File: config.mk
export PLATFORM = sky130hd
export DESIGN_NAME = reg_file
export DESIGN_NICKNAME = d
export VERILOG_FILES = /design/src/mem_pkg.sv /design/src/reg_file.sv
export SDC_FILE = /design/constraint.sdc
export NUM_CORES = 1
export LEC_CHECK = 0
export BUFFER_PORTS_ARGS = -buffer_cell sky130_fd_sc_hd__buf_2
export CORE_MARGIN = 4
export CORE_UTILIZATION = 40
export DETAILED_ROUTE_END_ITERATION = 6
export SYNTH_ARGS = -nofsm -noshare
export SYNTH_HDL_FRONTEND = slang
export SYNTH_SLANG_ARGS = --single-unit
File: constraint.sdc
create_clock -name clock -period 2.55 [get_ports clock]
set_clock_uncertainty 0.15 [all_clocks]
set_input_delay 0.255 -clock clock [delete_from_list [all_inputs] [get_ports clock]]
set_output_delay 0.255 -clock clock [all_outputs]
set_load 0.1 [all_outputs]
File: src/mem_pkg.sv
package mem_pkg;

    // ----------------------------------------------------------
    // access size
    // ----------------------------------------------------------

    // all ones is a full word, same as the fetch path
    typedef enum logic [1:0] {
        SIZE_BYTE = 2'b00,
        SIZE_HALF = 2'b01,
        SIZE_WORD = 2'b11
    } access_size_t;

    // ----------------------------------------------------------
    // execute stage request
    // ----------------------------------------------------------

    typedef struct packed {
        logic         mem_en;
        logic         write;
        logic         load_signed;
        access_size_t size;
        logic [31:0]  addr;
        logic [31:0]  wdata;
        logic [4:0]   rd_addr;
        logic [31:0]  rd_data;
        logic         rd_en;
        logic [11:0]  csr_addr;
        logic [31:0]  csr_data;
        logic         csr_en;
    } exu_req_t;

    // ----------------------------------------------------------
    // load/store unit commands
    // ----------------------------------------------------------

    // len counts beats minus one
    typedef struct packed {
        logic [31:0]  addr;
        logic [7:0]   len;
        logic         burst;
        access_size_t size;
        logic         load_signed;
    } lsu_read_t;

    typedef struct packed {
        logic [31:0]  addr;
        logic [31:0]  data;
        access_size_t size;
    } lsu_write_t;

    // ----------------------------------------------------------
    // writeback
    // ----------------------------------------------------------

    typedef struct packed {
        logic        en;
        logic [4:0]  addr;
        logic [31:0] data;
    } reg_write_t;

    typedef struct packed {
        logic        en;
        logic [11:0] addr;
        logic [31:0] data;
    } csr_write_t;

endpackage

File: src/reg_file.sv
module reg_file (
    input  logic                clock,
    input  logic                reset,
    input  mem_pkg::reg_write_t reg_write,
    input  logic [4:0]          raddr,
    output logic [31:0]         rdata
);

    // ----------------------------------------------------------
    // storage
    // ----------------------------------------------------------

    // x0 has no storage
    logic [31:0] regs [1:31];
    logic        write_ok;

    assign write_ok = reg_write.en & (reg_write.addr != 5'd0);

    always_ff @(posedge clock) begin
        if (reset) begin
            for (int i = 1; i < 32; i++) begin
                regs[i] <= 32'd0;
            end
        end else if (write_ok) begin
            regs[reg_write.addr] <= reg_write.data;
        end
    end

    // ----------------------------------------------------------
    // read port
    // ----------------------------------------------------------

    // asynchronous, sees a write only after its edge
    always_comb begin
        if (raddr == 5'd0) begin
            rdata = 32'd0;
        end else begin
            rdata = regs[raddr];
        end
    end

endmodule
==> results by group <==
Pwr
  • Sequential Power Share: 0.513
  • P_leak: ~0.020 uW
  • Worst IR Drop VDD: about 0.48 mV
  • Proportion of power drawn by combinational gates: 0.118
  • Internal Power: ~29000 uW
  • Clk network pwr share: 0.369
  • Cell area power density: around 700 nW/um^2
  • Psw: just over 9000 uW
  • Net Sw Frac: 0.237

Layout
  • Layout fillers: ~9500
  • Share of cells above drive strength 1: 0.293
  • Max reg flops: 1024
  • Largest Register: regs
  • Synth-to-Final Area Change: 19.8%
  • Biggest regs: regs (1024)
  • Design area: roughly 56000 sq um
  • Util after Layout: 0.485
  • Finished Layout Cells: ~4800
  • Nets: about 3200

Floorplanning
  • Die Height: roughly 350 microns
  • CORE AREA: between 100000 and 150000 sq um
  • Floorplan row count: 124
  • Die Wd: about 350 microns
  • Die ar.: 122000 sq um
  • Initial core utilization: 0.405
  • Io pins: just under 80

Worst setup path
  • Kind of critical path: flip-flop to output pin
  • Cell Chain, Critical Path: mux4_2 > mux2_4 > o21ai_4 > buf_6 > a311oi_4 > buf_12
  • Worst Path Required: approximately 2.1 ns
  • CP peak stage delay: between 0.4 and 0.5 ns
  • Worst path depth: 6
  • Critical Path AT: ~2.5 ns
  • Crit-path max FO: 1
  • Top Family by Delay on Critical Path: multiplexers
  • CP Buf/Inv Count: 2
  • CP Capture Type: output pin
  • Critical path startpoint category: flip-flop
  • Critical-path top delay cell: mux4_2

Global routing
  • Vias in the first global route: about 28000
  • GRT Overall Usage: 0.211
  • Global-route wire length before repair: approximately 190000 microns
  • GRT Max-Usage Layer: met2
  • GRT overflow: 0
  • GR Util met1: 0.289
  • Initial antenna violation count: 2
  • GRT met2 Usage: 0.356
  • GRT met3 Usage: 0.0359
  • Largest net degree at the start of global routing: 33

Min path
  • Worst min path class: input pin to flip-flop
  • Hold path cells: 1

Clock network
  • Reg clk slew, reported paths: ~0.060 ns
  • Clk Tree Root Cell: clkbuf_16
  • Clock buffer depth: 3
  • Sink Count: 1024
  • CTS tree: built
  • Total CTS buffers: ~100
  • CTS H-tree lvls: 3

STA
  • Final setup fails: 32
  • Hold Fails Final Rpt: 0
  • Fin crit share: 1.12
  • Min cycle time layout: 2.86 ns
  • Slew margin rel.: 0.539
  • RSZ-0062 raised after global routing: true
  • Fmax: 350 MHz
  • Final Slew Violations: 0
  • Worst slew pin tran: approximately 0.69 ns
  • Final TNS setup: -6.00 ns
  • Fin worst setup slack: -0.306 ns

Synth
  • Post-Syn Area: 46500 sq um
  • Count leader, synth: edfxtp_1
  • Yosys warns: 0
  • Post-synth EDFFs: approximately 1000
  • Cell variety after synth: 36
  • Post-synth top area share: 0.661
  • Sequential fraction of the synthesis area: 0.661
  • Synthesized flop and latch total: 1024
  • Post-synth top flop: edfxtp_1
  • Post-Syn Instances: between 2000 and 3000
  • Synth cell count leaders: edfxtp_1 (1024), and2_1 (993), clkbuf_1 (218)
  • Async S/R FF share, synth: 0
  • Syn avg cell area: between 15 and 20 sq um
  • Largest area contributor in the netlist: edfxtp_1
  • Synth top area cells: edfxtp_1 (66%), and2_1 (13%), mux4_2 (9.6%), clkbuf_1 (1.8%), mux4_1 (1.5%)

Detailed routing
  • Post-route ant nets: 0
  • Starting DRT DRC Count: 2645
  • Vias/cell: roughly 5.5
  • Routed WL per cell: ~27 microns
  • DRT Pass-1 Iters: 5
  • Routed WL: 129000 microns
  • DR DRC count: 0
  • Vias: roughly 26000

Placement
  • Final RePlAce weighted congestion: slightly above 0.8
  • Port bufs: 76
  • DP Area: ~52000 sq um
  • Dpl hpwl: between 80000 and 90000 microns
  • Placed cells: 4592
  • Setup WS pre-CTS: -0.518 ns

Run status
  • Failing checks: negative setup slack
  • Status: finished with violations

Job
  • Max-cap violation count: 0
-- metrics by stage --
stage | hold slack, ns | total power, uW
2_1_floorplan | 0.204 | 22400
3_3_place_gp | 0.612 | 24200
3_5_place_dp | 0.631 | 24300
4_1_cts | 0.000649 | 38500
5_1_grt | 0.0258 | 39500
6_report | 0.0329 | 38300
-- what timing repair did --
action	in CTS	in global routing
resized for setup	147	35
endpoints found under the setup margin	32	32
pin swaps	44	30
hold endpoints to repair	27	0
hold buffers	27	0
buffers inserted	2	6
-- power by group through the flow --
stage / clock network [uW] / logic (uW) / registers, uW
after global placement: 0 / 4260 / 19900
after CTS: 14400 / 4490 / 19700
after detailed placement: 0 / 4290 / 20000
after floorplan: 0 / 2490 / 19900
final: 14100 / 4510 / 19700
after global routing: 15100 / 4710 / 19700
-- area by class of cell --
type,count,area (sq um),area share
clock inverter,45,358,0.00642
sequential,1024,30700,0.551
multi-input combinational,1663,15800,0.284
timing repair buffer,413,4230,0.0758
antenna,1,2.50,0.0000449
inverter,1,5.00,0.0000898
clock buffer,131,2680,0.0481
tap,1512,1890,0.0339
-- metal layers --
layer  up-vias  wire (microns)
li1      11400               -
met1     14000           53800
met2       967           63700
met3       175            8650
met4         0            2530
met5         -               0
-- worst paths after layout --
kind                startpoint          to  slack [ns]
setup / recovery   regs[9][14]   rdata[14]       -0.31
hold / removal    reg_write[5]  regs[0][5]        0.03
-- cell usage in the layout (no fill, tap or decap), types with 6 or more instances in the layout --
master / n
edfxtp_1: 1024
buf_6: 8
buf_4: 247
o21ai_4: 20
a311oi_4: 32
mux4_1: 7
a22oi_2: 13
a211oi_2: 21
and2_1: 993
nor2_2: 34
o21ai_1: 21
mux4_2: 217
o2111ai_1: 8
or2_2: 31
conb_1: 32
nand2_1: 21
clkinv_1: 23
dlygate4sd3_1: 27
buf_2: 40
o21ai_2: 13
a221oi_1: 7
clkbuf_16: 103
nor2b_4: 9
buf_12: 87
bufinv_16: 6
clkinv_2: 13
mux2i_1: 63
clkbuf_1: 28
a211oi_1: 8
nor2b_1: 23
a221oi_2: 16
mux2_2: 9
mux2_4: 23
a22oi_1: 19
-- cell families (layout without fill, tap and decap cells) --
family | Yosys count | after routing | synth area share
buffers and inverters | 295 | 590 | 0.0295
other | 1 | 33 | 0.0000806
multiplexers | 320 | 320 | 0.132
AO/OA/AOI/OAI | 183 | 183 | 0.0283
flip-flops | 1024 | 1024 | 0.661
AND/OR/NAND/NOR | 1128 | 1128 | 0.149
No activity file was read; power rests on OpenSTA's default activity.
