$ cat src/mem_pkg.sv
package mem_pkg;

    // ----------------------------------------------------------
    // access size
    // ----------------------------------------------------------

    // all ones is a full word, same as the fetch path
    typedef enum logic [1:0] {
        SIZE_BYTE = 2'b00,
        SIZE_HALF = 2'b01,
        SIZE_WORD = 2'b11
    } access_size_t;

    // ----------------------------------------------------------
    // execute stage request
    // ----------------------------------------------------------

    typedef struct packed {
        logic         mem_en;
        logic         write;
        logic         load_signed;
        access_size_t size;
        logic [31:0]  addr;
        logic [31:0]  wdata;
        logic [4:0]   rd_addr;
        logic [31:0]  rd_data;
        logic         rd_en;
        logic [11:0]  csr_addr;
        logic [31:0]  csr_data;
        logic         csr_en;
    } exu_req_t;

    // ----------------------------------------------------------
    // load/store unit commands
    // ----------------------------------------------------------

    // len counts beats minus one
    typedef struct packed {
        logic [31:0]  addr;
        logic [7:0]   len;
        logic         burst;
        access_size_t size;
        logic         load_signed;
    } lsu_read_t;

    typedef struct packed {
        logic [31:0]  addr;
        logic [31:0]  data;
        access_size_t size;
    } lsu_write_t;

    // ----------------------------------------------------------
    // writeback
    // ----------------------------------------------------------

    typedef struct packed {
        logic        en;
        logic [4:0]  addr;
        logic [31:0] data;
    } reg_write_t;

    typedef struct packed {
        logic        en;
        logic [11:0] addr;
        logic [31:0] data;
    } csr_write_t;

endpackage

$ cat src/load_store_unit.sv
module load_store_unit #(
    parameter int SRAM_WORDS   = 1024,
    parameter int SRAM_LATENCY = 2
) (
    input  logic                          clock,
    input  logic                          reset,

    input  logic                          rd_valid,
    input  mem_pkg::lsu_read_t            rd_cmd,
    output logic                          rd_ready,
    output logic [31:0]                   rd_data,

    input  logic                          wr_valid,
    input  mem_pkg::lsu_write_t           wr_cmd,
    output logic                          wr_ready,

    output logic                          sram_req,
    output logic                          sram_we,
    output logic [$clog2(SRAM_WORDS)-1:0] sram_addr,
    output logic [3:0]                    sram_byte_en,
    output logic [31:0]                   sram_wdata,
    input  logic                          sram_rvalid,
    input  logic [31:0]                   sram_rdata
);
    import mem_pkg::*;

    localparam int ADDR_W = $clog2(SRAM_WORDS);

    typedef enum logic [1:0] {
        ST_IDLE,
        ST_READ_WAIT,
        ST_WRITE_DONE
    } lsu_state_t;

    lsu_state_t        state;
    logic [7:0]        beat_cnt;
    logic [ADDR_W-1:0] beat_addr;
    logic              start_read;
    logic              start_write;
    logic              last_beat;
    logic              next_beat;

    // pick the addressed lane, then extend to 32 bits
    function automatic logic [31:0] extend_load(input logic [31:0] word,
                                                input logic [1:0] offset,
                                                input access_size_t size,
                                                input logic is_signed);
        logic [31:0] shifted;
        shifted = word >> {offset, 3'b000};
        case (size)
            SIZE_BYTE: return {{24{is_signed & shifted[7]}}, shifted[7:0]};
            SIZE_HALF: return {{16{is_signed & shifted[15]}}, shifted[15:0]};
            default:   return shifted;
        endcase
    endfunction

    // reads take precedence when both are offered
    assign start_read  = (state == ST_IDLE) & rd_valid;
    assign start_write = (state == ST_IDLE) & ~rd_valid & wr_valid;
    assign last_beat   = beat_cnt == rd_cmd.len;
    assign next_beat   = (state == ST_READ_WAIT) & rd_ready & ~last_beat;

    assign sram_req = start_read | start_write | next_beat;
    assign sram_we  = start_write;
    assign wr_ready = state == ST_WRITE_DONE;

    always_comb begin
        if (start_read) begin
            sram_addr = rd_cmd.addr[ADDR_W+1:2];
        end else if (start_write) begin
            sram_addr = wr_cmd.addr[ADDR_W+1:2];
        end else if (rd_cmd.burst) begin
            sram_addr = beat_addr + 1'b1;
        end else begin
            sram_addr = beat_addr;
        end
    end

    // ----------------------------------------------------------
    // store lane placement
    // ----------------------------------------------------------

    always_comb begin
        case (wr_cmd.size)
            SIZE_BYTE: begin
                sram_wdata   = {4{wr_cmd.data[7:0]}};
                sram_byte_en = 4'b0001 << wr_cmd.addr[1:0];
            end
            SIZE_HALF: begin
                sram_wdata   = {2{wr_cmd.data[15:0]}};
                sram_byte_en = wr_cmd.addr[1] ? 4'b1100 : 4'b0011;
            end
            default: begin
                sram_wdata   = wr_cmd.data;
                sram_byte_en = 4'b1111;
            end
        endcase
    end

    // ----------------------------------------------------------
    // sequencing
    // ----------------------------------------------------------

    always_ff @(posedge clock) begin
        if (reset) begin
            state    <= ST_IDLE;
            rd_ready <= 1'b0;
            beat_cnt <= 8'd0;
        end else begin
            rd_ready <= (state == ST_READ_WAIT) & sram_rvalid;
            if (start_read) begin
                beat_cnt <= 8'd0;
            end else if (next_beat) begin
                beat_cnt <= beat_cnt + 8'd1;
            end
            case (state)
                ST_IDLE: begin
                    if (start_read) begin
                        state <= ST_READ_WAIT;
                    end else if (start_write) begin
                        state <= ST_WRITE_DONE;
                    end
                end
                ST_READ_WAIT: begin
                    if (rd_ready && last_beat) begin
                        state <= ST_IDLE;
                    end
                end
                default: state <= ST_IDLE;
            endcase
        end
    end

    always_ff @(posedge clock) begin
        if (start_read || next_beat) begin
            beat_addr <= sram_addr;
        end
        if (sram_rvalid) begin
            rd_data <= extend_load(sram_rdata, rd_cmd.addr[1:0], rd_cmd.size,
                                   rd_cmd.load_signed);
        end
    end

    a_rvalid_not_idle: assert property (@(posedge clock) disable iff (reset)
        sram_rvalid |-> state != ST_IDLE);

    // memory answers a read after exactly its configured latency
    a_read_latency: assert property (@(posedge clock) disable iff (reset)
        sram_req && !sram_we |-> ##SRAM_LATENCY sram_rvalid);

endmodule

$ cat config.mk
export PLATFORM = sky130hd
export DESIGN_NAME = load_store_unit
export DESIGN_NICKNAME = d
export VERILOG_FILES = /design/src/mem_pkg.sv /design/src/load_store_unit.sv
export SDC_FILE = /design/constraint.sdc
export NUM_CORES = 1
export LEC_CHECK = 0
export BUFFER_PORTS_ARGS = -buffer_cell sky130_fd_sc_hd__buf_4
export CAP_MARGIN = 20
export CORE_ASPECT_RATIO = 1.1
export CORE_MARGIN = 2
export CORE_UTILIZATION = 25
export DETAILED_ROUTE_END_ITERATION = 8
export SLEW_MARGIN = 10
export SYNTH_ARGS = -nofsm -noshare
export SYNTH_HDL_FRONTEND = slang
export SYNTH_SLANG_ARGS = --single-unit
export TNS_END_PERCENT = 30
$ cat constraint.sdc
create_clock -name clock -period 4.8 [get_ports clock]
set_clock_uncertainty 0.05 [all_clocks]
set_input_delay 0.48 -clock clock [delete_from_list [all_inputs] [get_ports clock]]
set_output_delay 0.48 -clock clock [all_outputs]
set_load 0.005 [all_outputs]
==> flow_metrics.env, run 1 <==
export IMPL_cts_root_buffer="clkbuf_16"
export IMPL_outcome="completed"
export IMPL_die_w_um=114.6
export IMPL_drive_above_1_share=0.4336
export IMPL_syn_inst=340
export IMPL_required_ns=4.27
export IMPL_fin_setup_tns_ns=0
export IMPL_cts_tree="built"
export IMPL_synth_mux_area_frac=0.1644
export IMPL_cts_setup_buffers=0
export IMPL_setup_viol=0
export IMPL_critPathCaptureType="output port"
export IMPL_synthArstFlopShare=0
export IMPL_final_max_slew_viol_count=0
export IMPL_syn_nets=489
export IMPL_ys_seq_area_frac=0.4403
export IMPL_r2r_cells=4
export IMPL_ant_nets=0
export IMPL_ys_seq_elements=53
export IMPL_yosys_area_share_simple=0.1644
export IMPL_grt_max_degree=34
export IMPL_num_io_pins=229
export IMPL_crit_chain="or4b_1 -> inv_2 -> nor2_1 -> a21oi_1 -> buf_4"
export IMPL_fmax_mhz=367.6
export IMPL_period_share=0.5667
export IMPL_overflow=0
export IMPL_antenna_found_initial=0
export IMPL_hold_buffers=0
export IMPL_via_count=3251
export IMPL_die_area_mm2=0.01440
export IMPL_power_uw=1258
export IMPL_initialDrtViolationCount=161
export IMPL_wirelength_mm=10.60
export IMPL_critPathTopFamily="simple AND/OR/NAND/NOR gates"
export IMPL_worst_path_buf_inv=2
export IMPL_holdPathStages=2
export IMPL_synth_xor_area_frac=0.03905
export IMPL_syn2layout_area_growth_pct=48.38
export IMPL_multi_input_area_mm2=0.001733
export IMPL_cp_slowest_cell="or4b_1"
export IMPL_synthAdderAreaFrac=0.007438
export IMPL_start_util=0.2557
export IMPL_syn_area_per_cell_um2=9.896
export IMPL_hold_end="state[1]"
export IMPL_yosys_warnings=0
export IMPL_viasPerCell=4.831
export IMPL_grt_pass1_vias=3138
export IMPL_synth_edf_count=42
export IMPL_r2r_start="beat_cnt[1]"
export IMPL_relSlewSlack=0.4522
export IMPL_gp_congestion=0.9269
export IMPL_coreArea_mm2=0.01316
export IMPL_clock_sinks=53
export IMPL_r2r_end="beat_addr[3]"
export IMPL_diodes=0
export IMPL_worstPathMaxFanout=10
export IMPL_synth_distinct_cells=44
export IMPL_rrSetupSlack_ns=2.54
export IMPL_route_detailed_drc=0
export IMPL_grt_usage=0.1418
export IMPL_start_kind="register"
export IMPL_regArea_mm2=0.001481
export IMPL_synth_compound_area_share=0.1383
export IMPL_htree_levels=2
export IMPL_fin_crit_ns=2.720
export IMPL_hpwl_mm=8.503
export IMPL_dr_pass1_iters=4
export IMPL_finalHoldViolCount=0
export IMPL_nNetsFinal=660
export IMPL_placementRows=44
export IMPL_worst_slew_pin_slew_ns=0.8149
export IMPL_critPathMaxStageDelay_ns=0.74
export IMPL_synth_flop_cell="edfxtp_1"
export IMPL_cts_buffers=5
export IMPL_wire_per_inst_um=15.75
export IMPL_cp_arrival_ns=2.19
export IMPL_fillers=1310
export IMPL_vdd_drop_max_v=0.0001320
export IMPL_io_buffers=188
export IMPL_cts_buffer_depth=2
export IMPL_clk_pin_slew_worst_paths_ns=0.07
export IMPL_worstHoldStart="reset"
export IMPL_crit_type="reg -> out"
export IMPL_cap_violations=0
export IMPL_netlist_area_mm2=0.003364
export IMPL_hp_class="in -> reg"
export IMPL_cts_resized=0
export IMPL_grt_pass1_wl_mm=16.14
export IMPL_fp_dieH_um=125.7
export IMPL_p_per_area_mw_per_mm2=252.0
export IMPL_clkLatencyLatePin_ns=0.29
export IMPL_rsz0062_at_grt="no"
export IMPL_leakagePower_uw=0.002218
export IMPL_synth_top_family_by_area="simple AND/OR/NAND/NOR gates"
[flip-flops by register name, summed over array words and instances, names as in the netlist]
register	flops
state	2
beat_addr	10
beat_cnt	8
rd_ready	1
rd_data	32
[metal layers]
metal	global-route usage	share of wire	vias to the layer above	routed length, µm
met5	0	0	-	0
met4	0.03013	0.012	0	127
met3	0.04572	0.090	10	955
met2	0.2562	0.51	167	5433
met1	0.1621	0.39	1489	4080
li1	-	-	1585	-
[cell usage after synthesis, drive strengths merged, types with 8 or more instances]
master	n	area, µm²
a211oi	11	82.58
a21oi	21	108.9
buf	13	93.83
clkbuf	12	46.29
dfxtp	11	220.2
edfxtp	42	1261
mux2	16	180.2
mux2i	35	350.3
nand2	46	172.7
nor2	20	75.07
nor2b	12	75.07
o21ai	31	162.7
or3	8	50.05
xor2	11	96.34
[logic make-up after synthesis]
group                      after synthesis
and+or+nand+nor                        112
AOI/OAI and AO/OA                       77
DFF                                     53
muxes                                   52
buffers and inverters                   29
xor gates and xnor gates                15
adders and majority gates                2
[report_power, final]
part,switching [µW],internal (µW)
sequential,18.5,543
clock,164,195
combinational,150,188
total,332,925
[per-stage QoR]
stage | setup WS, ns | cells | hold WS [ns] | utilization | instance area (µm²)
final | 2.080 | 673 | 0.3875 | 0.3794 | 4992
after global routing | 1.928 | 673 | 0.3900 | 0.3794 | 4992
after CTS | 2.089 | 673 | 0.3874 | 0.3794 | 4992
after detailed placement | 2.209 | 665 | 0.4334 | 0.3686 | 4850
after floorplan | 2.733 | 340 | 0.4051 | - | 3364
after global placement | 2.231 | 665 | 0.4174 | 0.3686 | 4850
[placed cells by master, fill, tap and decap left out, types with 6 or more instances in the layout]
cell,count
buf_4,189
nand2_1,46
edfxtp_1,42
mux2i_1,35
o21ai_0,29
nor2_1,20
a21oi_1,20
mux2_2,16
nor2b_1,12
xor2_1,11
a211oi_1,11
dfxtp_1,11
or3_1,8
nand3_1,6
[layout make-up]
class / count / share of cell area
Multi-Input combinational cell: 258 / 0.3471
Clock inverter: 2 / 0.002757
Inverter: 4 / 0.003008
Clock buffer: 6 / 0.02581
Timing Repair Buffer: 189 / 0.2842
Sequential cell: 53 / 0.2967
Tap cell: 161 / 0.04035
[worst max-delay path by stage]
stage,startpoint,endpoint,cells past startpoint
2_1_floorplan,rd_valid,sram_addr[8],5
3_3_place_gp,rd_valid,sram_addr[8],6
3_5_place_dp,rd_cmd[12],rd_data[17],5
4_1_cts,state[0],sram_addr[8],5
5_1_grt,state[0],sram_addr[3],5
6_report,state[0],sram_addr[7],5
Note: power is estimated with default switching activity, not from simulation.
==> run 2, diff against run 1 <==
clock period = 2.3 ns   (was 4.8 ns; I/O delays follow)
==> run 2 against run 1 <==
Clock power is 140% higher. Total power is 120% higher. Cell area is 2.8% higher. Critical path type unchanged. Largest cell class unchanged. Critical endpoint is now sram_addr[4]. Combinational power is 120% higher. Flip-flop and latch count stayed put. Critical path depth stayed put. Highest routed layer unchanged.
==> flow_metrics.env, run 2 (synthesis results as in run 1) <==
export IMPL_final_common_cell="buf_4"
export IMPL_outcome="completed"
export IMPL_grt_pass1_vias=3312
export IMPL_cts_buffer_depth=2
export IMPL_cap_violations=0
export IMPL_r2r_cells=6
export IMPL_hp_class="in -> reg"
export IMPL_power_uw=2754
export IMPL_clk_pin_slew_worst_paths_ns=0.07
export IMPL_setup_viol=0
export IMPL_holdPathStages=2
export IMPL_cts_buffers=5
export IMPL_initialDrtViolationCount=131
export IMPL_worst_slew_pin_slew_ns=0.6486
export IMPL_htree_levels=2
export IMPL_leakagePower_uw=0.002300
export IMPL_layout_setup_ws_ns=0.05716
export IMPL_critPathCaptureType="output port"
export IMPL_start_util=0.2557
export IMPL_worstPathMaxFanout=6
export IMPL_cts_root_buffer="clkbuf_16"
export IMPL_fin_crit_ns=2.243
export IMPL_overflow=0
export IMPL_num_io_pins=229
export IMPL_grt_max_degree=34
export IMPL_hold_slack_ns=0.1396
export IMPL_crit_type="reg -> out"
export IMPL_wire_per_inst_um=15.59
export IMPL_finalHoldViolCount=0
export IMPL_worstHoldStart="reset"
export IMPL_die_area_mm2=0.01440
export IMPL_cp_arrival_ns=1.96
export IMPL_wirelength_mm=10.70
export IMPL_rrSetupSlack_ns=0.36
export IMPL_via_count=3271
export IMPL_relSlewSlack=0.5667
export IMPL_grt_pass1_wl_mm=16.31
export IMPL_fin_setup_tns_ns=0
export IMPL_dpl_cell_count=675
export IMPL_start_kind="register"
export IMPL_top_register="rd_data"
export IMPL_cts_tree="built"
export IMPL_dr_pass1_iters=4
export IMPL_viasPerCell=4.768
export IMPL_r2r_start="state[1]"
export IMPL_hpwl_mm=8.735
export IMPL_required_ns=2.02
export IMPL_grt_usage=0.1433
export IMPL_top_regs="rd_data: 32 flops, beat_addr: 10 flops, beat_cnt: 8 flops"
export IMPL_r2r_end="beat_addr[9]"
export IMPL_rsz0062_at_grt="no"
export IMPL_die_w_um=114.6
export IMPL_critPathMaxStageDelay_ns=0.58
export IMPL_gp_congestion=0.9445
export IMPL_period_share=0.9751
export IMPL_vdd_drop_max_v=0.0003036
export IMPL_clock_sinks=53
export IMPL_ant_nets=0
export IMPL_final_max_slew_viol_count=0
export IMPL_crit_top_cell="buf_4"
export IMPL_fmax_mhz=445.9
export IMPL_crit_chain="or4b_4 -> buf_4 -> mux2i_1 -> o21ai_0 -> buf_4"
export IMPL_route_detailed_drc=0
export IMPL_clkLatencyLatePin_ns=0.29
export IMPL_place_ws_ns=0.1560
export IMPL_cp_slowest_cell="or4b_4"
export IMPL_fp_dieH_um=125.7
export IMPL_hold_end="state[1]"
export IMPL_diodes=0
export IMPL_p_per_area_mw_per_mm2=536.8
export IMPL_antenna_found_initial=0
export IMPL_syn2layout_area_growth_pct=52.51
export IMPL_drive_above_1_share=0.4552
export IMPL_nNetsFinal=674
export IMPL_largest_reg_flops=32
export IMPL_critPathLaunch="state[1]"
export IMPL_final_cell_mix="buf_4 (202), nand2_1 (46), edfxtp_1 (42), mux2i_1 (35), o21ai_0 (28)"
export IMPL_coreArea_mm2=0.01316
export IMPL_placementRows=44
export IMPL_final_instance_count_excl_fill=686
export IMPL_io_buffers=188
[run 2: changes by cell type in the layout (fill, tap and decap cells not counted)]
cell       delta
or4b_1        -1
o21ai_2       +1
bufinv_16     +1
o21ai_0       -1
dfxtp_2       +1
buf_6         +1
dfxtp_1       -1
buf_4        +13
clkbuf_1      -1
clkinv_2      -1
or4b_4        +1
[run 2: what timing repair did]
| item | 4_1_cts | 5_1_grt |
|---|---|---|
| endpoints found under the setup margin | 8 | 4 |
| gates resized for setup | 2 | 3 |
| hold buffers | 0 | 0 |
| pin swaps | 1 | 4 |
| cloned | 0 | 0 |
| setup buffers | 0 | 4 |
[run 2: worst max path at each step]
stage | endpoint | slack (ns) | cells past startpoint
after global placement | sram_addr[9] | 0.25 | 6
after global routing | sram_addr[9] | 0.004 | 6
final | sram_addr[4] | 0.06 | 5
after detailed placement | rd_data[17] | 0.16 | 5
after floorplan | beat_addr[0] | 0.39 | 4
after CTS | sram_addr[9] | 0.02 | 6
[run 2: per-layer routing]
metal	global-route usage	up-vias	share of wire
li1	-	1611	-
met4	0.03802	0	0.018
met3	0.04139	16	0.090
met2	0.2621	174	0.51
met1	0.1609	1470	0.38
met5	0	-	0
[run 2: through the flow]
step	util	instance area, µm²
2_1_floorplan	-	3364
6_report	0.3900	5131
3_5_place_dp	0.3743	4925
4_1_cts	0.3870	5092
5_1_grt	0.3900	5131
3_3_place_gp	0.3743	4925
[run 2: critical path: cells and delay by family (launching register included)]
kind | cells | cell delay (ns)
buf+inv | 2 | 0.35
compound gates | 1 | 0.29
mux | 1 | 0.11
flops | 1 | 0.35
simple gates | 1 | 0.58
[run 2: where the power goes]
group | internal [µW] | switching [µW] | total (µW)
logic | 412 | 321 | 733
registers | 1130 | 37.1 | 1170
clock network | 512 | 340 | 852
[run 2: area by class of cell]
| cell class | count | area, µm² |
|---|---|---|
| Fill cell | 1334 | 8026 |
| Multi-Input combinational cell | 258 | 1740 |
| Timing Repair Buffer | 203 | 1528 |
| Sequential cell | 53 | 1483 |
| Tap cell | 161 | 201.4 |
| Clock buffer | 5 | 125.1 |
| Clock inverter | 2 | 38.79 |
| Inverter | 4 | 15.01 |
==> run 3, diff against run 2 <==
clock period = 2.4 ns   (was 2.3 ns; I/O delays follow)
==> run 3 against run 2 <==
Clock power down 4.8%. Setup slack improved by 0.054 ns. Flip-flop and latch count is the same.
==> flow_metrics.env, run 3 (synthesis results as in run 1) <==
export IMPL_io_buffers=188
export IMPL_cap_violations=0
export IMPL_worstPathMaxFanout=6
export IMPL_gp_congestion=0.9416
export IMPL_grt_pass1_wl_mm=16.62
export IMPL_p_sw_frac=0.2522
export IMPL_ant_nets=0
export IMPL_cts_buffer_depth=2
export IMPL_wire_per_inst_um=15.64
export IMPL_final_common_cell="buf_4"
export IMPL_crit_chain="or4b_4 -> buf_4 -> and3_1 -> mux2i_1 -> nand2_1 -> buf_4"
export IMPL_fin_setup_tns_ns=0
export IMPL_p_switching_uw=662.3
export IMPL_cp_arrival_ns=2.00
export IMPL_start_kind="register"
export IMPL_power_uw=2627
export IMPL_crit_type="reg -> out"
export IMPL_fmax_mhz=436.9
export IMPL_htree_levels=2
export IMPL_leakagePower_uw=0.002283
export IMPL_drive_above_1_share=0.4502
export IMPL_num_io_pins=229
export IMPL_r2r_cells=5
export IMPL_crit_top_cell="buf_4"
export IMPL_top_register="rd_data"
export IMPL_route_detailed_drc=0
export IMPL_die_w_um=114.6
export IMPL_dr_pass1_iters=4
export IMPL_outcome="completed"
export IMPL_grt_max_degree=34
export IMPL_hpwl_mm=8.780
export IMPL_critPathMaxStageDelay_ns=0.59
export IMPL_final_cell_mix="buf_4 (200), nand2_1 (46), edfxtp_1 (42), mux2i_1 (35), o21ai_0 (27)"
export IMPL_nNetsFinal=671
export IMPL_fp_dieH_um=125.7
export IMPL_cts_tree="built"
export IMPL_wirelength_mm=10.68
export IMPL_cts_buffers=5
export IMPL_layout_setup_ws_ns=0.1109
export IMPL_syn2layout_area_growth_pct=51.69
export IMPL_hold_end="state[1]"
export IMPL_hp_class="in -> reg"
export IMPL_critPathCaptureType="output port"
export IMPL_power_frac_comb=0.265
export IMPL_vdd_drop_max_v=0.0002589
export IMPL_relSlewSlack=0.5962
export IMPL_place_ws_ns=0.2829
export IMPL_cp_slowest_cell="or4b_4"
export IMPL_initialDrtViolationCount=135
export IMPL_setup_viol=0
export IMPL_p_seq_frac=0.427
export IMPL_placementRows=44
export IMPL_overflow=0
export IMPL_antenna_found_initial=0
export IMPL_top_regs="rd_data: 32 flops, beat_addr: 10 flops, beat_cnt: 8 flops"
export IMPL_intPower_uw=1964
export IMPL_largest_reg_flops=32
export IMPL_clk_pin_slew_worst_paths_ns=0.07
export IMPL_holdPathStages=2
export IMPL_required_ns=2.11
export IMPL_clkLatencyLatePin_ns=0.29
export IMPL_rsz0062_at_grt="no"
export IMPL_start_util=0.2557
export IMPL_rrSetupSlack_ns=0.53
export IMPL_worstHoldStart="reset"
export IMPL_clock_sinks=53
export IMPL_die_area_mm2=0.01440
export IMPL_via_count=3280
export IMPL_r2r_start="state[1]"
export IMPL_final_max_slew_viol_count=0
export IMPL_viasPerCell=4.802
export IMPL_worst_path_buf_inv=2
export IMPL_grt_usage=0.1450
export IMPL_hold_buffers=0
export IMPL_diodes=0
export IMPL_fin_crit_ns=2.289
export IMPL_critPathTopFamily="simple AND/OR/NAND/NOR gates"
export IMPL_coreArea_mm2=0.01316
export IMPL_period_share=0.9538
export IMPL_p_per_area_mw_per_mm2=514.7
export IMPL_worst_slew_pin_slew_ns=0.6035
export IMPL_grt_pass1_vias=3311
export IMPL_r2r_end="beat_addr[9]"
export IMPL_clockPowerShare=0.309
export IMPL_cts_root_buffer="clkbuf_16"
export IMPL_finalHoldViolCount=0
## run 3: how the worst max path moves through the flow
stage / startpoint / to / slack, ns / cells after the start
2_1_floorplan: beat_cnt[3] / beat_addr[0] / 0.49 / 4
3_3_place_gp: state[0] / sram_addr[9] / 0.34 / 6
3_5_place_dp: beat_addr[0] / sram_addr[6] / 0.28 / 6
4_1_cts: beat_addr[0] / sram_addr[6] / 0.06 / 6
5_1_grt: state[1] / sram_addr[9] / 0.03 / 6
6_report: state[1] / sram_addr[9] / 0.11 / 6
## run 3: layout make-up
class                      instances  area (µm²)
clock buffer                       5       125.1
timing repair buffer             200        1501
sequential                        53        1481
clock inverter                     2       38.79
inverter                           4       15.01
multi-input combinational        258        1740
tap                              161       201.4
fill                            1329        8054
## run 3: per-layer routing
metal,up-vias,track usage,routed length [µm]
li1,1603,-,-
met1,1491,0.1642,4109
met2,174,0.2687,5540
met3,12,0.03850,877
met4,0,0.03300,155
met5,-,0,0
## run 3: power groups by stage
stage                     registers, µW  logic (µW)  clock network, µW
after floorplan                    1140         268                  0
after global placement             1140         693                  0
after detailed placement           1140         700                  0
after CTS                          1120         703                830
after global routing               1130         764                861
final                              1120         695                811
## run 3: repair_timing
action,in CTS,in global routing
pin swaps,0,2
cloned,0,0
gates resized for setup,2,2
endpoints found under the setup margin,2,3
buffers inserted,0,2
## run 3: through the flow
stage	utilization	hold slack (ns)	cells	instance area, µm²
final	0.3879	0.1491	683	5104
after global routing	0.3879	0.1736	683	5104
after CTS	0.3865	0.1436	681	5085
after detailed placement	0.3737	0.4522	674	4917
after global placement	0.3737	0.4236	674	4917
after floorplan	-	0.3025	340	3364
