### config.mk
export PLATFORM = sky130hd
export DESIGN_NAME = mem_arbiter
export DESIGN_NICKNAME = d
export VERILOG_FILES = /design/src/mem_pkg.sv /design/src/mem_arbiter.sv
export SDC_FILE = /design/constraint.sdc
export NUM_CORES = 1
export LEC_CHECK = 0
export BUFFER_PORTS_ARGS = -buffer_cell sky130_fd_sc_hd__clkbuf_2
export CAP_MARGIN = 20
export CORE_AREA = 2 2 180 182
export CTS_CLUSTER_SIZE = 20
export DETAILED_ROUTE_END_ITERATION = 7
export DIE_AREA = 0 0 182 184
export MAX_ROUTING_LAYER = met4
export PLACE_DENSITY_LB_ADDON = 0.05
export SYNTH_ARGS = -nofsm -noshare
export SYNTH_HDL_FRONTEND = slang
export SYNTH_SLANG_ARGS = --single-unit
### constraint.sdc
create_clock -name clock -period 1.8 [get_ports clock]
set_input_delay 0.36 -clock clock [delete_from_list [all_inputs] [get_ports clock]]
set_output_delay 0.36 -clock clock [all_outputs]
set_load 0.02 [all_outputs]
### src/mem_pkg.sv
package mem_pkg;

    // ----------------------------------------------------------
    // access size
    // ----------------------------------------------------------

    // all ones is a full word, same as the fetch path
    typedef enum logic [1:0] {
        SIZE_BYTE = 2'b00,
        SIZE_HALF = 2'b01,
        SIZE_WORD = 2'b11
    } access_size_t;

    // ----------------------------------------------------------
    // execute stage request
    // ----------------------------------------------------------

    typedef struct packed {
        logic         mem_en;
        logic         write;
        logic         load_signed;
        access_size_t size;
        logic [31:0]  addr;
        logic [31:0]  wdata;
        logic [4:0]   rd_addr;
        logic [31:0]  rd_data;
        logic         rd_en;
        logic [11:0]  csr_addr;
        logic [31:0]  csr_data;
        logic         csr_en;
    } exu_req_t;

    // ----------------------------------------------------------
    // load/store unit commands
    // ----------------------------------------------------------

    // len counts beats minus one
    typedef struct packed {
        logic [31:0]  addr;
        logic [7:0]   len;
        logic         burst;
        access_size_t size;
        logic         load_signed;
    } lsu_read_t;

    typedef struct packed {
        logic [31:0]  addr;
        logic [31:0]  data;
        access_size_t size;
    } lsu_write_t;

    // ----------------------------------------------------------
    // writeback
    // ----------------------------------------------------------

    typedef struct packed {
        logic        en;
        logic [4:0]  addr;
        logic [31:0] data;
    } reg_write_t;

    typedef struct packed {
        logic        en;
        logic [11:0] addr;
        logic [31:0] data;
    } csr_write_t;

endpackage

### src/mem_arbiter.sv
module mem_arbiter (
    input  logic                 clock,
    input  logic                 reset,

    input  logic                 exu_valid,
    input  mem_pkg::exu_req_t    exu_req,
    output logic                 exu_ready,

    input  logic                 fetch_valid,
    input  mem_pkg::lsu_read_t   fetch_read,
    output logic                 fetch_ready,
    output logic [31:0]          fetch_data,

    output logic                 rd_valid,
    output mem_pkg::lsu_read_t   rd_cmd,
    input  logic                 rd_ready,
    input  logic [31:0]          rd_data,

    output logic                 wr_valid,
    output mem_pkg::lsu_write_t  wr_cmd,
    input  logic                 wr_ready,

    output mem_pkg::reg_write_t  reg_write,
    output mem_pkg::csr_write_t  csr_write
);
    import mem_pkg::*;

    logic       busy;
    logic       ld_valid;
    logic       st_valid;
    lsu_read_t  ld_cmd;
    lsu_write_t st_cmd;
    logic [4:0] ld_rd_addr;
    logic       fetch_sel;
    logic       accept;
    logic       mem_accept;
    logic       op_done;

    // ----------------------------------------------------------
    // handshake and steering
    // ----------------------------------------------------------

    // fetch owns the read channel only while no data op is held
    assign fetch_sel  = ~busy & fetch_valid;
    assign exu_ready  = ~busy & ~(fetch_valid & exu_req.mem_en);
    assign accept     = exu_valid & exu_ready;
    assign mem_accept = accept & exu_req.mem_en;
    assign op_done    = (ld_valid & rd_ready) | (st_valid & wr_ready);

    assign rd_valid = fetch_sel | ld_valid;
    assign wr_valid = st_valid;
    assign wr_cmd   = st_cmd;

    always_comb begin
        if (fetch_sel) begin
            rd_cmd             = fetch_read;
            rd_cmd.size        = SIZE_WORD;
            rd_cmd.load_signed = 1'b0;
        end else begin
            rd_cmd = ld_cmd;
        end
    end

    assign fetch_ready = fetch_sel & rd_ready;
    assign fetch_data  = fetch_sel ? rd_data : 32'd0;

    // ----------------------------------------------------------
    // writeback
    // ----------------------------------------------------------

    // load result has priority over direct register writes
    always_comb begin
        if (ld_valid) begin
            reg_write.en   = rd_ready;
            reg_write.addr = ld_rd_addr;
            reg_write.data = rd_data;
        end else begin
            reg_write.en   = accept & ~exu_req.mem_en & exu_req.rd_en;
            reg_write.addr = exu_req.rd_addr;
            reg_write.data = exu_req.rd_data;
        end
    end

    assign csr_write.en   = accept & exu_req.csr_en;
    assign csr_write.addr = exu_req.csr_addr;
    assign csr_write.data = exu_req.csr_data;

    // ----------------------------------------------------------
    // held memory operation
    // ----------------------------------------------------------

    always_ff @(posedge clock) begin
        if (reset) begin
            busy     <= 1'b0;
            ld_valid <= 1'b0;
            st_valid <= 1'b0;
        end else if (mem_accept) begin
            busy     <= 1'b1;
            ld_valid <= ~exu_req.write;
            st_valid <= exu_req.write;
        end else if (op_done) begin
            busy     <= 1'b0;
            ld_valid <= 1'b0;
            st_valid <= 1'b0;
        end
    end

    // single beat for every data access
    always_ff @(posedge clock) begin
        if (mem_accept) begin
            ld_cmd.addr        <= exu_req.addr;
            ld_cmd.len         <= 8'd0;
            ld_cmd.burst       <= 1'b0;
            ld_cmd.size        <= exu_req.size;
            ld_cmd.load_signed <= exu_req.load_signed;
            ld_rd_addr         <= exu_req.rd_addr;
            st_cmd.addr        <= exu_req.addr;
            st_cmd.data        <= exu_req.wdata;
            st_cmd.size        <= exu_req.size;
        end
    end

    // ----------------------------------------------------------
    // checks
    // ----------------------------------------------------------

    a_one_channel: assert property (@(posedge clock) disable iff (reset)
        !(rd_valid && wr_valid));

    // a new data op never lands while the load/store unit still answers
    a_no_accept_busy: assert property (@(posedge clock) disable iff (reset)
        mem_accept |-> !(rd_ready || wr_ready));

endmodule

==> results.tsv, run 1 <==
metric	value	unit
cts_sinks	75	
die_h	184	um
clock_skew	6.616	ps
ys_seq_elements	75	
cts_buffer_depth	2	
synth-edff-count	72	
setup_viol	99	
worstSetupPathType	reg -> out	
fin_ws	-162.5	ps
seqPwrFrac	36.9	%
cp.required	1440	ps
drt_first_pass_iters	4	
synth_top_area_share	50.99	%
swShare	27.53	%
startpoint_type	register	
netlist_area	4240	um2
peakVddDrop	0.0003590	V
finalHoldViolCount	0	
fill_cells	3338	
worstMarginPinSlew	256.5	ps
relSlewSlack	82.90	%
power_density	685.1	nW/um2
numCtsBuffers	9	
async_reset_ff_share	0	%
yosysUniqueCellTypes	22	
drc	0	
combPwrFrac	28.6	%
htreeDepth	3	
fin_cells	1033	
syn_nets	534	
finalMaxSlewViolations	0	
fmax	509.6	MHz
hpwl	13800	um
fin_total_pwr	0.005409	W
gr-usage-all-layers	10.79	%
intPower	0.003920	W
crit_path_max_fanout	6	
holdCritStartpoint	exu_req[112]	
finalNetCount	860	
cts_tree	built	
p_sw	0.001489	W
antenna_left	0	
io_pins	463	
grt_pass1_vias	3716	
root_buffer	clkbuf_16	
die-width	182	um
holdCritPathClass	in -> reg	
r2r-start	busy	
hold_buffers	0	
drtIter0Drc	85	
p_clk_share	34.6	%
fin_crit	1963	ps
final_layout_size_suffix_gt1_share	83.99	%
status	finished, violations left	
holdWs	180.9	ps
max-cap-violations	0	
critical_path.startpoint	busy	
yosysMostFrequentCell	buf_4	
avgSynthCellArea	14.13	um2
endpoint_kind	primary output	
vias	3513	
synth_common_cells	buf_4 (80), edfxtp_1 (72), and2_1 (42)	
overflow	0	
grt_setup_unrepaired	true	
core	31390	um2
wl	19150	um
leakagePower	3.668	nW
final_cell_area	7895	um2
gp_congestion	0.8083	
grt_pass1_wl	24830	um
place_inst	989	
area_delta_synth_final	86.19	%
crit_arrival	1600	ps
diodes	0	
ys_top_cells_by_area	edfxtp_1 (51%), buf_4 (14%), mux2_4 (11%)	
clk_pin_slew	70	ps
violations	setup timing	
insertion_delay	350	ps
timing.final.crit_share	109.0	%
io_buffers	371	
synth_flop_cell	edfxtp_1	
die_area	33490	um2
synth_top_area_cell	edfxtp_1	
syn_inst	300	
place_area	5993	um2
synth-seq-area-share	52.40	%
synth_warnings	0	
grt_max_degree	45	
rows	65	
wl_per_cell	18.54	um
antenna_found_initial	0	
initial_utilization	13.51	%
vias_per_cell	3.401	
==> cells in the final DEF, fill, tap and decap left out, types with 2 or more instances in the layout <==
cell       instances
a21oi_1            4
buf_16             5
and2_4            31
buf_4             11
buf_8             39
and2_1            11
edfxtp_1          72
clkbuf_1           2
nand4bb_1          2
dfxtp_4            2
buf_6             78
clkbuf_2         255
nand2_1            5
mux2_4            68
clkbuf_16         13
or2_2              3
inv_6              2
buf_12            13
==> registers in the layout, summed over array words and instances (netlist names) <==
| signal | flops |
|---|---|
| busy | 1 |
| wr_cmd | 66 |
| ld_cmd | 1 |
| ld_rd_addr | 5 |
| wr_valid | 1 |
| ld_valid | 1 |
==> per-layer routing <==
metal | GRT usage (%) | share of wire [%] | up-vias
met5 | - | 0 | -
met4 | 4.484 | 2.5 | 0
met3 | 4.933 | 9.9 | 44
met2 | 17.60 | 51 | 189
met1 | 11.33 | 37 | 1648
li1 | - | - | 1632
==> cell families after synthesis <==
family,Yosys count,share of synthesized area [%]
multiplexers,69,21.16
AO/OA/AOI/OAI,5,0.6198
AND/OR/NAND/NOR,60,8.941
buffers and inverters,91,16.88
flip-flops,75,52.40
==> worst paths after layout <==
kind | cells past startpoint | end | slack (ps)
worst max-delay path | 6 | rd_valid | -160
worst max register to register | 5 | ld_valid | 350
worst min register to register | 2 | wr_valid | 530
worst min-delay path | 1 | wr_cmd[31] | 180
==> critical path, stage by stage (launching register included) <==
cell       delay [ps]
dfxtp_4           360
nor2b_4            50
buf_6             130
buf_4             150
clkbuf_16         160
or2_2             280
buf_6             130
==> power groups by stage <==
stage | clock network, W | logic [W] | registers, W
final | 0.00187 | 0.00155 | 0.00199
after global routing | 0.00204 | 0.00163 | 0.00200
after CTS | 0.00198 | 0.00128 | 0.00199
after detailed placement | 0 | 0.00106 | 0.00203
after global placement | 0 | 0.00106 | 0.00203
after floorplan | 0 | 0.000732 | 0.00205
==> what timing repair did <==
item | in CTS | in global routing
cloned | 10 | 5
pin swaps | 2 | 13
setup endpoints to repair | 115 | 117
buffers inserted | 13 | 7
resized for setup | 117 | 333
==> layout make-up <==
class | count | area (um2) | share of cell area [%]
sequential | 75 | 2230 | 28.24
tap | 402 | 503.0 | 6.371
clock buffer | 11 | 232.7 | 2.948
timing repair buffer | 406 | 3334 | 42.23
multi-input combinational | 134 | 1535 | 19.45
clock inverter | 5 | 60.06 | 0.7607
==> stage by stage <==
stage               setup TNS [ps]  setup slack [ps]  utilization [%]
floorplan                        0             151.8                -
global placement                 0             24.27            19.09
detailed placement               0            0.1734            19.09
CTS                         -17930            -250.4            22.87
global route                -17050            -221.8            25.15
finish                       -9214            -162.5            25.15
Note: power is estimated with default switching activity, not from simulation.
==> run 2, diff against run 1 <==
- ABC_AREA: default -> 1
- CORE_AREA: 2 2 180 182 -> 5 5 177 179
==> run 2 against run 1 <==
  * The run still ends with setup timing left
  * Core utilization shrank 0.81 points
  * Count of clock-buffer cells in the layout fell by 2
  * Sequential share of layout area is 2.9 points higher
  * Highest routed layer unchanged
==> results.tsv, run 2 <==
metric	value	unit	change
status	finished, violations left		unchanged
violations	setup timing		unchanged
cts_sinks	75		unchanged
syn_inst	466		was 300
worstMarginPinSlew	340.0	ps	was 256.5 ps
finalHoldViolCount	0		unchanged
fin_crit	1847	ps	was 1963 ps
final_layout_size_suffix_gt1_share	59.87	%	was 83.99%
ys_top_cells_by_area	edfxtp_1 (53%), buf_4 (14%), nand2_1 (14%)		was edfxtp_1 (51%), buf_4 (14%), mux2_4 (11%)
setup_viol	47		was 99
overflow	0		unchanged
cp.required	1440	ps	about the same
power_density	740.7	nW/um2	was 685.1 nW/um2
finalMaxSlewViolations	0		unchanged
async_reset_ff_share	0	%	unchanged
p_clk_share	33.2	%	was 34.6%
final_cell_area	7157	um2	was 7895 um2
endpoint_kind	primary output		unchanged
intPower	0.003608	W	was 0.003920 W
yosysUniqueCellTypes	18		was 22
r2r_end	wr_cmd[65]		was ld_valid
syn_nets	700		was 534
insertion_delay	340	ps	was 350 ps
endpoint	rd_cmd[33]		was rd_valid
synth_top_area_share	52.81	%	was 50.99%
holdWs	188.1	ps	was 180.9 ps
diodes	0		unchanged
hold_buffers	0		unchanged
finalNetCount	1014		was 860
synth_warnings	0		unchanged
grt_pass1_vias	4578		was 3,716
clock_skew	9.589	ps	was 6.616 ps
max-cap-violations	0		unchanged
io_pins	463		unchanged
drtIter0Drc	122		was 85
r2r_setup_slack	320	ps	was 350 ps
htreeDepth	3		unchanged
grt_setup_unrepaired	true		unchanged
place_area	5966	um2	was 5993 um2
gr-usage-all-layers	11.28	%	was 10.79%
initial_utilization	13.92	%	was 13.51%
leakagePower	3.652	nW	was 3.668 nW
gp_congestion	0.8674		was 0.8083
crit_path_max_fanout	12		was 6
vias_per_cell	3.605		was 3.401
synth-edff-count	72		unchanged
combPwrFrac	28.6	%	about the same
fmax	541.5	MHz	was 509.6 MHz
root_buffer	clkbuf_16		unchanged
hpwl	16830	um	was 13,800 um
worstSetupPathType	reg -> out		unchanged
p_sw	0.001693	W	was 0.001489 W
cts_tree	built		unchanged
clk_pin_slew	70	ps	about the same
r2r-start	busy		unchanged
synth_top_area_cell	edfxtp_1		unchanged
avgSynthCellArea	8.785	um2	was 14.13 um2
io_buffers	371		unchanged
netlist_area	4094	um2	was 4240 um2
swShare	31.94	%	was 27.53%
fin_ws	-46.84	ps	was -162.5 ps
whs_path_depth	1		unchanged
core	29400	um2	was 31,390 um2
synth_flop_cell	edfxtp_1		unchanged
numCtsBuffers	9		unchanged
antenna_found_initial	0		unchanged
antenna_left	0		unchanged
fin_util	24.34	%	was 25.15%
timing.final.crit_share	102.6	%	was 109.0%
final_cell_mix	clkbuf_2 (271), nand2_1 (137), edfxtp_1 (72), inv_1 (48), buf_4 (45)		was clkbuf_2 (255), buf_6 (78), edfxtp_1 (72), mux2_4 (68), buf_8 (39)
peakVddDrop	0.0003812	V	was 0.0003590 V
ys_seq_elements	75		unchanged
seqPwrFrac	38.2	%	was 36.9%
grt_pass1_wl	27430	um	was 24,830 um
die-width	182	um	unchanged
cts_buffer_depth	2		unchanged
drt_first_pass_iters	4		unchanged
yosysMostFrequentCell	nand2_1		was buf_4
crit_arrival	1490	ps	was 1600 ps
relSlewSlack	77.10	%	was 82.90%
die_area	33490	um2	unchanged
area_delta_synth_final	74.82	%	was 86.19%
vias	4236		was 3,513
layout_commonest_cell	clkbuf_2		unchanged
synth-seq-area-share	54.28	%	was 52.40%
largest_reg_flops	66		unchanged
wl	21770	um	was 19,150 um
holdCritPathClass	in -> reg		unchanged
startpoint_type	register		unchanged
tns	-754.8	ps	was -9214 ps
critical_path.startpoint	busy		unchanged
wl_per_cell	18.53	um	was 18.54 um
grt_max_degree	49		was 45
reg2regPathDepth	6		was 5
rows	63		was 65
synth_common_cells	nand2_1 (151), buf_4 (79), edfxtp_1 (72)		was buf_4 (80), edfxtp_1 (72), and2_1 (42)
drc	0		unchanged
die_h	184	um	unchanged
run 2: changes by cell type after synthesis, moves of 32 or more:
| cell | change |
|---|---|
| and2_1 | -42 |
| nand2_1 | +146 |
| inv_1 | +49 |
| mux2_4 | -32 |
| mux2_2 | -37 |
| nor2_1 | +44 |
run 2: power groups by stage:
| stage | Sequential (W) | Combinational (W) | Clock, W |
|---|---|---|---|
| 6_report | 0.00203 | 0.00152 | 0.00176 |
| 5_1_grt | 0.00203 | 0.00163 | 0.00194 |
| 4_1_cts | 0.00203 | 0.00130 | 0.00187 |
| 3_5_place_dp | 0.00207 | 0.00122 | 0 |
| 2_1_floorplan | 0.00210 | 0.000748 | 0 |
| 3_3_place_gp | 0.00207 | 0.00122 | 0 |
run 2: area by class of cell:
class	instances	area, um2
Fill cell	3285	22250
Clock inverter	7	58.81
Timing Repair Buffer	399	2741
Tap cell	390	488.0
Sequential cell	75	2230
Multi-Input combinational cell	242	1196
Inverter	52	212.7
Timing Repair inverter	1	5.005
Clock buffer	9	225.2
run 2: per-stage QoR:
stage,total power (W),std cells,setup slack (ps)
3_3_place_gp,0.003285,1145,141.4
3_5_place_dp,0.003286,1145,80.05
2_1_floorplan,0.002844,466,-218.8
6_report,0.005301,1175,-46.84
4_1_cts,0.005198,1162,-67.19
5_1_grt,0.005606,1175,-128.2
run 2: metal layers:
layer / part of all wire [%] / track usage [%]
met5: 0 / -
met4: 2.3 / 3.753
met3: 9.4 / 4.313
met2: 53 / 20.55
met1: 35 / 11.02
run 2: critical path, stage by stage (launching register included):
cell	delay, ps
dfxtp_4	380
nor2_4	50
buf_12	120
inv_12	120
buf_12	190
nand2_1	60
nand2_1	50
clkbuf_4	160
run 2: timing repair:
item,CTS,global route
setup endpoints to repair,108,104
endpoints found under the hold margin,0,0
gates cloned,0,10
pin swaps,1,3
resized for setup,93,222
setup buffers,2,3
run 2: cells by family after synthesis:
| family | after synthesis | share of synthesized area [%] |
|---|---|---|
| compound gates | 36 | 4.401 |
| simple gates | 206 | 19.41 |
| buf+inv | 149 | 21.91 |
| flops | 75 | 54.28 |
run 2: worst min-delay path by stage:
stage	start	endpoint	slack (ps)
after global routing	exu_req[95]	wr_cmd[14]	160
final	exu_req[95]	wr_cmd[14]	190
after detailed placement	busy	busy	540
after floorplan	reset	busy	420
after global placement	exu_req[109]	wr_cmd[28]	540
after CTS	exu_req[95]	wr_cmd[14]	170
==> run 3, diff against run 2 <==
- BUFFER_PORTS_ARGS: -buffer_cell sky130_fd_sc_hd__clkbuf_2 -> -buffer_cell sky130_fd_sc_hd__buf_4
- GPL_ROUTABILITY_DRIVEN: default -> 0
- GPL_TIMING_DRIVEN: default -> 0
==> run 3 against run 2 <==
  * Via count rose by 7.7%
  * Largest cell class unchanged
  * Clock skew down 2.9 ps
  * Non-clock buffer count up 130
  * Sequential share of layout area down 6.5 points
  * Highest routed layer unchanged
  * Combinational power grew 30%
  * Maximum frequency is 0.40% lower
  * The run still ends with setup timing left
  * Register-to-register slack is essentially flat
  * Design area is 26% higher
==> results.tsv, run 3 (same netlist as run 2, synthesis figures left out) <==
metric	value	unit	change
status	finished, violations left		unchanged
violations	setup timing		unchanged
die-width	182	um	unchanged
root_buffer	clkbuf_16		unchanged
rows	63		unchanged
fin_cells	1305		was 1,175
place_inst	1273		was 1,145
pre_cts_ws	-273.9	ps	was 80.05 ps
final_cell_area	9012	um2	was 7157 um2
r2r_end	wr_cmd[9]		was wr_cmd[65]
overflow	0		unchanged
layout_commonest_cell	buf_4		was clkbuf_2
insertion_delay	340	ps	about the same
antenna_left	0		unchanged
reg2regPathDepth	5		was 6
drt_first_pass_iters	4		unchanged
numCtsBuffers	9		unchanged
finalMaxSlewViolations	0		unchanged
r2r-start	busy		unchanged
drtIter0Drc	112		was 122
multi_input_area	1373	um2	was 1196 um2
hold_buffers	0		unchanged
clk_pin_slew	60	ps	was 70 ps
startpoint_type	register		unchanged
vias_per_cell	3.497		was 3.605
hpwl	19410	um	was 16,830 um
crit_path_top_delay_cell	dfxtp_4		unchanged
largest_reg_flops	66		unchanged
io_buffers	415		was 371
grt_pass1_wl	31270	um	was 27,430 um
worstMarginPinSlew	221.1	ps	was 340.0 ps
crit_path_max_fanout	5		was 12
critPathBufInv	4		unchanged
max-cap-violations	0		unchanged
whs_path_depth	2		was 1
worstSetupPathType	reg -> out		unchanged
regArea	2226	um2	was 2230 um2
place_area	7766	um2	was 5966 um2
wl_per_cell	17.59	um	was 18.53 um
vias	4563		was 4,236
die_area	33490	um2	unchanged
gr-usage-all-layers	13.06	%	was 11.28%
drc	0		unchanged
power_density	658.2	nW/um2	was 740.7 nW/um2
holdCritStartpoint	reset		was exu_req[95]
die_h	184	um	unchanged
endpoint_kind	primary output		unchanged
slowest_delay	360	ps	was 380 ps
timing.final.crit_share	103.0	%	was 102.6%
holdCritPathClass	in -> reg		unchanged
fill_cells	3211		was 3,285
cts_sinks	75		unchanged
core	29400	um2	unchanged
finalNetCount	1143		was 1,014
crit_family	buffers and inverters		unchanged
crit_arrival	1490	ps	about the same
fin_total_pwr	0.005932	W	was 0.005301 W
clock_skew	6.737	ps	was 9.589 ps
finalHoldViolCount	0		unchanged
io_pins	463		unchanged
crit_chain	nor2_4 -> inv_4 -> clkbuf_16 -> buf_16 -> nand2_4 -> nand2_2 -> buf_6		was nor2_4 -> buf_12 -> inv_12 -> buf_12 -> nand2_1 -> nand2_1 -> clkbuf_4
fin_crit	1854	ps	was 1847 ps
peakVddDrop	0.0003536	V	was 0.0003812 V
grt_max_degree	29		was 49
fin_ws	-54.29	ps	was -46.84 ps
leakagePower	4.513	nW	was 3.652 nW
path_depth	7		unchanged
cts_tree	built		unchanged
cp.required	1440	ps	about the same
area_delta_synth_final	120.1	%	was 74.82%
initial_utilization	13.92	%	unchanged
htreeDepth	3		unchanged
final_cell_mix	buf_4 (452), nand2_1 (125), edfxtp_1 (72), buf_6 (58), inv_1 (48)		was clkbuf_2 (271), nand2_1 (137), edfxtp_1 (72), inv_1 (48), buf_4 (45)
cts_buffer_depth	2		unchanged
grt_pass1_vias	4906		was 4,578
final_layout_size_suffix_gt1_share	67.83	%	was 59.87%
setup_viol	55		was 47
relSlewSlack	85.23	%	was 77.10%
grt_setup_unrepaired	true		unchanged
fmax	539.3	MHz	was 541.5 MHz
tns	-1592	ps	was -754.8 ps
wl	22950	um	was 21,770 um
min_to	busy		was wr_cmd[14]
r2r_setup_slack	320	ps	about the same
antenna_found_initial	1		was 0
[run 3: changes by cell type in the layout (fill, tap and decap cells not counted), sizes merged]
cell      before  now
buf          103  519
clkbuf       305   19
clkinv         4    2
bufinv         0    1
clkinvlp       1    2
diode          0    1
inv           55   54
[run 3: metal layers]
metal	track usage, %	up-vias	routed length, um
li1	-	2266	-
met1	12.23	2033	7626
met2	24.33	253	12460
met3	6.035	11	2584
met4	3.032	0	280
met5	-	-	0
[run 3: metrics by stage]
stage	hold slack (ps)	utilization [%]
detailed placement	531.3	26.41
floorplan	421.7	-
global route	155.6	30.65
global placement	526.0	26.28
CTS	165.6	29.09
finish	187.0	30.65
[run 3: worst max-delay path by stage]
stage                       startpoint        endpoint
after floorplan                   busy        ld_valid
after global placement    exu_req[151]        ld_valid
after detailed placement   fetch_valid      rd_cmd[41]
after CTS                         busy  fetch_data[15]
after global routing              busy       rd_cmd[4]
final                             busy      rd_cmd[25]
[run 3: worst reg2reg max path: cells and delay by family, from the launching register on]
family / cells / cell delay (ps)
buffers and inverters: 3 / 500
DFF: 1 / 360
and+or+nand+nor: 2 / 320
[run 3: area by class of cell]
| cell class | count | area share [%] |
|---|---|---|
| buffer | 97 | 9.677 |
| inverter | 52 | 2.332 |
| tap | 390 | 5.414 |
| clock inverter | 7 | 0.9163 |
| clock buffer | 9 | 2.499 |
| multi-input combinational | 242 | 15.23 |
| timing repair buffer | 432 | 39.21 |
| sequential | 75 | 24.70 |
| antenna | 1 | 0.02777 |
[run 3: report_power, final]
group	switching [W]	total [W]	internal, W
sequential	0.0000298	0.00203	0.00200
clock	0.000825	0.00192	0.00110
combinational	0.000988	0.00198	0.000996
[run 3: what timing repair did]
item / CTS / global route
endpoints found under the setup margin: 115 / 81
pin swaps: 10 / 10
gates cloned: 1 / 2
gates resized for setup: 118 / 116
setup buffers: 12 / 0
endpoints found under the hold margin: 0 / 0
